==> src/nd_pkg.sv <==
`default_nettype none

package nd_pkg;

	// ==============================
	// Sizes
	// ==============================

	// Width of one index, count, base or coordinate
	localparam int BW = 8;

	// Loop nest depth, dimension DIM-1 is innermost
	localparam int DIM = 2;

	// Number of coordinates leaving the accumulator
	localparam int DIM_OUT = 2;

	// Width of one shuffle selector
	localparam int SHUF_BW = $clog2(DIM_OUT);

	// ==============================
	// Types
	// ==============================

	// One loop value
	typedef logic [BW-1:0] idx_t;

	// One value per loop dimension
	typedef idx_t [DIM-1:0] idx_vec_t;

	// One value per output coordinate
	typedef idx_t [DIM_OUT-1:0] coord_vec_t;

	// Target coordinate of each loop dimension
	typedef logic [DIM-1:0][SHUF_BW-1:0] shuf_vec_t;

endpackage

`default_nettype wire

==> src/nd_if.sv <==
`timescale 1ns/10ps
`default_nettype none

// Loop nest configuration, held steady for the whole walk
interface nd_cfg_if;
	import nd_pkg::*;

	// Handshake
	logic valid;
	logic ready;

	// Loop bounds, end value is exclusive
	idx_vec_t beg;
	idx_vec_t fin;
	idx_vec_t stride;

	// Coordinate routing and offsets
	shuf_vec_t shuf_idx;
	shuf_vec_t shuf_cnt;
	coord_vec_t base;

	// Loop controller takes the bounds and grants the transfer
	modport ctrl (
		input  valid,
		input  beg,
		input  fin,
		input  stride,
		output ready
	);

	// Accumulator only reads the routing fields
	modport accum (
		input shuf_idx,
		input shuf_cnt,
		input base
	);
endinterface

// One loop step, index and offset-free count tuples
interface nd_step_if;
	import nd_pkg::*;

	logic valid;
	logic ready;
	idx_vec_t idx;
	idx_vec_t cnt;
	logic last;

	modport src (output valid, output idx, output cnt, output last, input ready);
	modport dst (input valid, input idx, input cnt, input last, output ready);
endinterface

`default_nettype wire

==> src/bit_scan.sv <==
`timescale 1ns/10ps
`default_nettype none

// First set bit search from either end of a vector
module bit_scan #(
	parameter int W = 2,
	parameter bit FROM_MSB = 1'b0
) (
	input  wire logic [W-1:0] i_bits,
	output logic [W:0]        o_detect,
	output logic [W-1:0]      o_prefix
);

	// Position visited at scan step k
	function automatic int scan_pos(input int k);
		return FROM_MSB ? (W - 1 - k) : k;
	endfunction

	// ==============================
	// Scan chain
	// ==============================

	always_comb begin : scan
		logic clear;
		// Nothing found yet
		clear = 1'b1;
		for (int k = 0; k < W; k++) begin
			// Hit is the first set bit seen
			o_detect[scan_pos(k)] = clear & i_bits[scan_pos(k)];
			// Positions passed over before the hit
			o_prefix[scan_pos(k)] = clear & ~i_bits[scan_pos(k)];
			clear = clear & ~i_bits[scan_pos(k)];
		end
		// Extra bit flags an all-zero input
		o_detect[W] = clear;
	end

endmodule

`default_nettype wire

==> src/nd_adder.sv <==
`timescale 1ns/10ps
`default_nettype none

// Next step of the loop nest, odometer style
module nd_adder (
	input  wire logic             i_clk,
	input  wire logic             i_reset,
	input  wire nd_pkg::idx_vec_t i_idx,
	input  wire nd_pkg::idx_vec_t i_cnt,
	input  wire nd_pkg::idx_vec_t i_beg,
	input  wire nd_pkg::idx_vec_t i_end,
	input  wire nd_pkg::idx_vec_t i_stride,
	output nd_pkg::idx_vec_t      o_nxt_idx,
	output nd_pkg::idx_vec_t      o_nxt_cnt,
	output logic                  o_carry
);
	import nd_pkg::*;

	idx_vec_t added;
	// Bit b is dimension DIM-1-b, innermost at the LSB
	logic [DIM-1:0] no_wrap;
	logic [DIM:0]   adv_sel;
	logic [DIM-1:0] wrap_sel;
	// Bit i is dimension i, innermost at the MSB
	logic [DIM-1:0] not_beg;
	logic [DIM-1:0] beg_run;
	logic [DIM-1:0] wrap_dim;

	// ==============================
	// Compare
	// ==============================

	always_comb begin
		for (int i = 0; i < DIM; i++) begin
			added[i] = i_idx[i] + i_stride[i];
			// Stepping this dimension would not reach its end
			no_wrap[DIM-1-i] = (added[i] != i_end[i]);
			not_beg[i] = (i_idx[i] != i_beg[i]);
			wrap_dim[i] = wrap_sel[DIM-1-i];
		end
	end

	// Innermost dimension that can still step, inner ones wrap
	bit_scan #(.W(DIM), .FROM_MSB(1'b0)) u_adv (
		.i_bits   (no_wrap),
		.o_detect (adv_sel),
		.o_prefix (wrap_sel)
	);

	// Run of inner dimensions sitting at their begin value
	bit_scan #(.W(DIM), .FROM_MSB(1'b1)) u_beg (
		.i_bits   (not_beg),
		.o_detect (),
		.o_prefix (beg_run)
	);

	// ==============================
	// Select
	// ==============================

	// Every dimension wrapped, so the current step is the last
	assign o_carry = adv_sel[DIM];

	always_comb begin
		for (int i = 0; i < DIM; i++) begin
			if (wrap_sel[DIM-1-i]) begin
				o_nxt_idx[i] = i_beg[i];
				o_nxt_cnt[i] = '0;
			end else if (adv_sel[DIM-1-i]) begin
				o_nxt_idx[i] = added[i];
				o_nxt_cnt[i] = i_cnt[i] + i_stride[i];
			end else begin
				// Outer dimensions keep their place
				o_nxt_idx[i] = i_idx[i];
				o_nxt_cnt[i] = i_cnt[i];
			end
		end
	end

	// New tuple after a step restarts every wrapped dimension at begin
	a_wrap_restart: assert property (@(posedge i_clk) disable iff (i_reset)
		($changed(i_idx) && !$past(o_carry)) |-> (($past(wrap_dim) & ~beg_run) == '0))
		else $error("wrapped dimension did not restart at begin");

endmodule

`default_nettype wire

==> src/nd_addr_gen.sv <==
`timescale 1ns/10ps
`default_nettype none

// N-dimensional address generator
module nd_addr_gen (
	input  wire logic                i_clk,
	input  wire logic                i_reset,

	// Configuration
	input  wire logic                i_cfg_valid,
	output logic                     o_cfg_ready,
	input  wire nd_pkg::idx_vec_t    i_beg,
	input  wire nd_pkg::idx_vec_t    i_end,
	input  wire nd_pkg::idx_vec_t    i_stride,
	input  wire nd_pkg::shuf_vec_t   i_shuf_idx,
	input  wire nd_pkg::shuf_vec_t   i_shuf_cnt,
	input  wire nd_pkg::coord_vec_t  i_base,

	// Coordinates out
	output logic                     o_valid,
	input  wire logic                i_ready,
	output nd_pkg::coord_vec_t       o_coord,
	output logic                     o_last
);

	// ==============================
	// Internal links
	// ==============================

	nd_cfg_if cfg_if ();
	nd_step_if step_if ();

	// Configuration from the plain ports
	assign cfg_if.valid = i_cfg_valid;
	assign cfg_if.beg = i_beg;
	assign cfg_if.fin = i_end;
	assign cfg_if.stride = i_stride;
	assign cfg_if.shuf_idx = i_shuf_idx;
	assign cfg_if.shuf_cnt = i_shuf_cnt;
	assign cfg_if.base = i_base;
	assign o_cfg_ready = cfg_if.ready;

	// Loop walker
	nd_loop_ctrl u_loop_ctrl (
		.i_clk   (i_clk),
		.i_reset (i_reset),
		.cfg     (cfg_if.ctrl),
		.step    (step_if.src)
	);

	// Coordinate mapping and output register
	nd_shuf_accum u_shuf_accum (
		.i_clk   (i_clk),
		.i_reset (i_reset),
		.cfg     (cfg_if.accum),
		.step    (step_if.dst),
		.o_valid (o_valid),
		.i_ready (i_ready),
		.o_coord (o_coord),
		.o_last  (o_last)
	);

endmodule

`default_nettype wire

==> src/nd_loop_ctrl.sv <==
`timescale 1ns/10ps
`default_nettype none

// Loop nest walker, one step per accepted handshake
module nd_loop_ctrl (
	input wire logic i_clk,
	input wire logic i_reset,
	nd_cfg_if.ctrl   cfg,
	nd_step_if.src   step
);
	import nd_pkg::*;

	typedef enum logic {
		ST_IDLE,
		ST_RUN
	} state_t;

	state_t state;

	// Captured bounds
	idx_vec_t beg_q;
	idx_vec_t end_q;
	idx_vec_t stride_q;

	// Current tuple
	idx_vec_t idx_q;
	idx_vec_t cnt_q;

	// Adder results
	idx_vec_t nxt_idx;
	idx_vec_t nxt_cnt;
	logic carry;

	logic cfg_fire;
	logic step_fire;

	// ==============================
	// Handshakes
	// ==============================

	// New configuration only between walks
	assign cfg.ready = (state == ST_IDLE);
	assign cfg_fire = cfg.valid & cfg.ready;

	assign step.valid = (state == ST_RUN);
	assign step_fire = step.valid & step.ready;

	// Payload comes straight from the tuple registers
	assign step.idx = idx_q;
	assign step.cnt = cnt_q;
	assign step.last = carry;

	// Next tuple
	nd_adder u_adder (
		.i_clk     (i_clk),
		.i_reset   (i_reset),
		.i_idx     (idx_q),
		.i_cnt     (cnt_q),
		.i_beg     (beg_q),
		.i_end     (end_q),
		.i_stride  (stride_q),
		.o_nxt_idx (nxt_idx),
		.o_nxt_cnt (nxt_cnt),
		.o_carry   (carry)
	);

	// ==============================
	// State
	// ==============================

	always_ff @(posedge i_clk) begin
		if (i_reset) begin
			state <= ST_IDLE;
		end else begin
			case (state)
				ST_IDLE: if (cfg_fire) state <= ST_RUN;
				// Leave once the last step is taken
				ST_RUN: if (step_fire && carry) state <= ST_IDLE;
				default: state <= ST_IDLE;
			endcase
		end
	end

	// Bounds and tuple
	always_ff @(posedge i_clk) begin
		if (cfg_fire) begin
			beg_q <= cfg.beg;
			end_q <= cfg.fin;
			stride_q <= cfg.stride;
			// Walk starts at begin with zero counts
			idx_q <= cfg.beg;
			cnt_q <= '0;
		end else if (step_fire) begin
			idx_q <= nxt_idx;
			cnt_q <= nxt_cnt;
		end
	end

	// Step valid only rises right after a configuration
	a_valid_start: assert property (@(posedge i_clk) disable iff (i_reset)
		$rose(step.valid) |-> $past(cfg_fire))
		else $error("step valid rose without a configuration");

	// Stalled step keeps its payload
	a_step_hold: assert property (@(posedge i_clk) disable iff (i_reset)
		(step.valid && !step.ready) |=>
			(step.valid && $stable(step.idx) && $stable(step.cnt) && $stable(step.last)))
		else $error("step payload changed while stalled");

endmodule

`default_nettype wire

==> src/nd_shuf_accum.sv <==
`timescale 1ns/10ps
`default_nettype none

// Index and count routing to output coordinates, plus base
module nd_shuf_accum (
	input  wire logic      i_clk,
	input  wire logic      i_reset,
	nd_cfg_if.accum        cfg,
	nd_step_if.dst         step,
	output logic           o_valid,
	input  wire logic      i_ready,
	output nd_pkg::coord_vec_t o_coord,
	output logic           o_last
);
	import nd_pkg::*;

	// Combinational coordinate sums
	coord_vec_t sum;
	logic step_fire;

	// ==============================
	// Accumulate
	// ==============================

	always_comb begin
		for (int k = 0; k < DIM_OUT; k++) begin
			// Start from the coordinate offset
			sum[k] = cfg.base[k];
			for (int j = 0; j < DIM; j++) begin
				// Index of dimension j lands here
				if (cfg.shuf_idx[j] == SHUF_BW'(k)) begin
					sum[k] = sum[k] + step.idx[j];
				end
				// Count of dimension j lands here
				if (cfg.shuf_cnt[j] == SHUF_BW'(k)) begin
					sum[k] = sum[k] + step.cnt[j];
				end
			end
		end
	end

	// ==============================
	// Output stage
	// ==============================

	// Accept while the stage is empty or draining
	assign step.ready = i_ready | ~o_valid;
	assign step_fire = step.valid & step.ready;

	// Control
	always_ff @(posedge i_clk) begin
		if (i_reset) begin
			o_valid <= 1'b0;
			o_last <= 1'b0;
		end else if (step.ready) begin
			o_valid <= step.valid;
			o_last <= step.valid & step.last;
		end
	end

	// Payload
	always_ff @(posedge i_clk) begin
		if (step_fire) begin
			o_coord <= sum;
		end
	end

	// Back-pressure holds the item in place
	a_out_hold: assert property (@(posedge i_clk) disable iff (i_reset)
		(o_valid && !i_ready) |=> (o_valid && $stable(o_coord) && $stable(o_last)))
		else $error("output item changed while stalled");

endmodule

`default_nettype wire

==> config.mk <==
export PLATFORM = sky130hd
export DESIGN_NAME = nd_addr_gen
export DESIGN_NICKNAME = d
export VERILOG_FILES = /design/src/nd_pkg.sv /design/src/nd_if.sv /design/src/bit_scan.sv /design/src/nd_adder.sv /design/src/nd_addr_gen.sv /design/src/nd_loop_ctrl.sv /design/src/nd_shuf_accum.sv
export SDC_FILE = /design/constraint.sdc
export NUM_CORES = 1
export LEC_CHECK = 0
export CAP_MARGIN = 5
export CELL_PAD_IN_SITES_DETAIL_PLACEMENT = 0
export CELL_PAD_IN_SITES_GLOBAL_PLACEMENT = 2
export CORE_MARGIN = 2
export CORE_UTILIZATION = 45
export CTS_CLUSTER_DIAMETER = 50
export DETAILED_ROUTE_END_ITERATION = 16
export DONT_BUFFER_PORTS = 1
export PLACE_DENSITY = 0.89
export SLEW_MARGIN = 10
export SYNTH_ARGS = -nofsm -noshare
export SYNTH_HDL_FRONTEND = slang
export SYNTH_SLANG_ARGS = --single-unit
==> constraint.sdc <==
create_clock -name i_clk -period 9.02 [get_ports i_clk]
set_clock_uncertainty 0.1 [all_clocks]
set_input_delay 1.804 -clock i_clk [delete_from_list [all_inputs] [get_ports i_clk]]
set_output_delay 1.804 -clock i_clk [all_outputs]
set_load 0.01 [all_outputs]
==> qor.txt <==
Seq pwr share: 33.3%
vias in the first global route: 5648
Nets: 931
Hold Slack: 0.422 ns
cts hold-fix bufs: 0
Internal Power: 1.25 mW
largest cells by area after synthesis: edfxtp_1 31%, ha_1 14%, xnor2_1 5.6%, dfxtp_1 4.9%, mux2_2 4.1%
Layout area overhead: 6.03%
worst skew pair latency: 0.36 ns
count leader, synth: ha_1
cell at the slowest stage of the critical path: fa_1
combinational share of power: 48.3%
Post-Route WL: 18.0 mm
multiplexer share of the synthesized area: 5.72%
Power Total: 2.02 mW
Pwr per Cell Area: 244 nW/um2
simple-gate portion of the synthesized area: 10.7%
Mapped Avg Cell Area: 10.1 um2
ys async rst share: 0%
max frequency: 0.151 GHz
final setup margin: 2.39 ns
drt wl/cell: 18.1 um
FF+latch area: 2780 um2
1st-pass router iterations: 8
r2r setup slk: 3.28 ns
DRC Markers: 0
hpwl dp: 14.5 mm
remaining antenna violation count: 0
IO Pins: 91
outcome: finished, final reports clean
top cells by count, synth: 84 x ha_1, 80 x edfxtp_1, 58 x a21oi_1
initial DRC count: 267
Max VDD drop: 131 uV
CP peak stage delay: 0.42 ns
Clock Power Share: 18.4%
Multi-input gate area: 4730 um2
drt via density: 5.73
Ant. Diodes: 0
peak fanout along the critical path: 5
WHS Path Cells: 1
Sink Count: 99
share of post-route cells with drive strength above 1: 7.68%
hold path start: u_loop_ctrl.step.cnt[15]$_SDFFE_PP0P_
Post-CTS Setup Bufs: 0
post-cts resize count: 0
Critical R2R Capture: u_shuf_accum.o_coord[7]$_DFFE_PP_
placed insts: 977
WP data required: 9.03 ns
vias: 5686
post-synthesis xor/xnor area fraction: 10.6%
gr usage total: 20.2%
Syn Nets: 942
Yosys top cell by area: edfxtp_1
Core Util, Final: 48.2%
Crit. End Element: flop
row count: 48
cell count after synthesis: 774
largest net degree at the start of global routing: 50
Crit path max-delay family: compound AO/OA/AOI/OAI gates
Cell Chain, Critical Path: ha_1 -> fa_1 -> a21o_1 -> a21oi_1 -> xnor2_1 -> o21ai_0 -> ha_1 -> a21boi_0 -> nor2_1 -> mux2_2 -> ha_1 -> a21oi_1 -> xor2_1 -> nor2_1 -> a21o_1 -> ha_1 -> a21oi_1 -> o21ai_0 -> a21oi_1 -> xnor2_1 -> nor2_1 -> xor2_1 -> xnor3_1
sw frac: 38.1%
Worst Path Buf+Inv: 0
slew margin rel.: 34.5%
design area: 8250 um2
Setup WS pre-CTS: 2.03 ns
Distinct cells, synth: 62
GRT overflow: 0
# port buffers: 0
#FFs+latches synth: 99
Post-Layout Cell Count: 993
total net switching power: 0.767 mW
hold endpoint: u_loop_ctrl.step.cnt[15]$_SDFFE_PP0P_
worst r2r src: u_loop_ctrl.step.idx[0]$_DFFE_PP_
Root Buffer: clkbuf_16
Synth Area in Compound Gates: 17.1%
WS Path Type: primary input to flop
Min-Delay Path Class: flop to flop
Final setup viols: 0
H-tree levels: 3
RD Place Congestion: 0.878
YS warnings: 0
Seq/Total Area, Yosys: 35.8%
Startpoint Class: primary input
post-synthesis adder-cell area fraction: 16.6%
first-pass GRT wire length: 28.4 mm
Static Leak: 3.38 nW
Die Span Y: 136 um
CTS tree: done
initial antenna violation count: 0
fin crit share: 73.5%
DIE AREA: 18400 um2
final hold violation count: 0
Slew @ Worst Pin: 0.981 ns
RSZ-0062 raised after global routing: false
post-place instance area: 7970 um2
Post-synth EDFFs: 80
Max clock buf depth: 2
Top FF cell, synth: edfxtp_1
FF-to-FF path depth: 23
Max Slew Vio Count: 0
share of the synthesized area in the top cell type: 30.9%
Max Cap Viol: 0
Synth Cell Area: 7780 um2
# fillers: 1586
minimum clock period: 6.63 ns
WP data arrival: 6.63 ns
initial cell density of the core: 45.5%
Setup TNS: 0 ns
die span in x: 136 um
largest family of logic cells by synthesized area: compound AO/OA/AOI/OAI gates
core area: 17100 um2
total CTS buffers: 9
CTS clk-pin slew, worst paths: 0.07 ns
[placed cells by master (no fill, tap or decap), types with 12 or more instances in the layout]
cell / count
o21bai_1: 18
mux2_2: 28
nor3_1: 13
mux2i_1: 13
ha_1: 84
xor2_1: 36
nand2_1: 56
a21oi_1: 58
nor2_1: 57
inv_1: 41
edfxtp_1: 80
o21ai_0: 35
fa_1: 12
dfxtp_1: 19
xnor2_1: 50
a21o_1: 22
[state kept, by name, indices dropped and copies added (netlist names)]
register / count
u_loop_ctrl.beg_q: 16
u_loop_ctrl.end_q: 16
u_shuf_accum.o_last: 1
u_loop_ctrl.stride_q: 16
u_shuf_accum.o_coord: 16
u_loop_ctrl.step.cnt: 16
u_shuf_accum.o_valid: 1
u_loop_ctrl.step.idx: 16
u_loop_ctrl.step.valid: 1
[routing by layer]
metal	global-route usage, %	share of wire [%]
met5	0	0
met4	7.75	2.6
met3	4.90	5.4
met2	32.4	46
met1	26.3	46
[power groups by stage]
stage	combinational, mW	sequential [mW]	clock [mW]
floorplan	0.805	0.649	0
global placement	0.938	0.681	0
detailed placement	0.969	0.683	0
CTS	0.977	0.673	0.381
global route	1.09	0.682	0.396
finish	0.973	0.672	0.370
[logic make-up after synthesis]
group | after synthesis
AO/OA/AOI/OAI | 204
AND/OR/NAND/NOR | 178
flip-flops | 99
adder cells (fa/ha/maj) | 96
XOR/XNOR | 89
buffers and inverters | 67
multiplexers | 41
[how the worst max path moves through the flow]
| stage | from | cells after the start | to |
|---|---|---|---|
| after global routing | i_base[8] | 25 | u_shuf_accum.o_coord[15]$_DFFE_PP_ |
| final | i_base[0] | 23 | u_shuf_accum.o_coord[7]$_DFFE_PP_ |
| after detailed placement | i_base[8] | 25 | u_shuf_accum.o_coord[15]$_DFFE_PP_ |
| after global placement | i_base[8] | 25 | u_shuf_accum.o_coord[15]$_DFFE_PP_ |
| after floorplan | i_base[0] | 23 | u_shuf_accum.o_coord[7]$_DFFE_PP_ |
| after CTS | i_base[8] | 25 | u_shuf_accum.o_coord[15]$_DFFE_PP_ |
[area by class of cell]
class,count,share of cell area [%]
Sequential cell,99,33.7
Inverter,42,1.91
Multi-Input combinational cell,608,57.3
Clock inverter,7,0.637
Tap cell,225,3.41
Timing Repair Buffer,3,0.273
Clock buffer,9,2.73
Power figures use the tool's default switching activity.
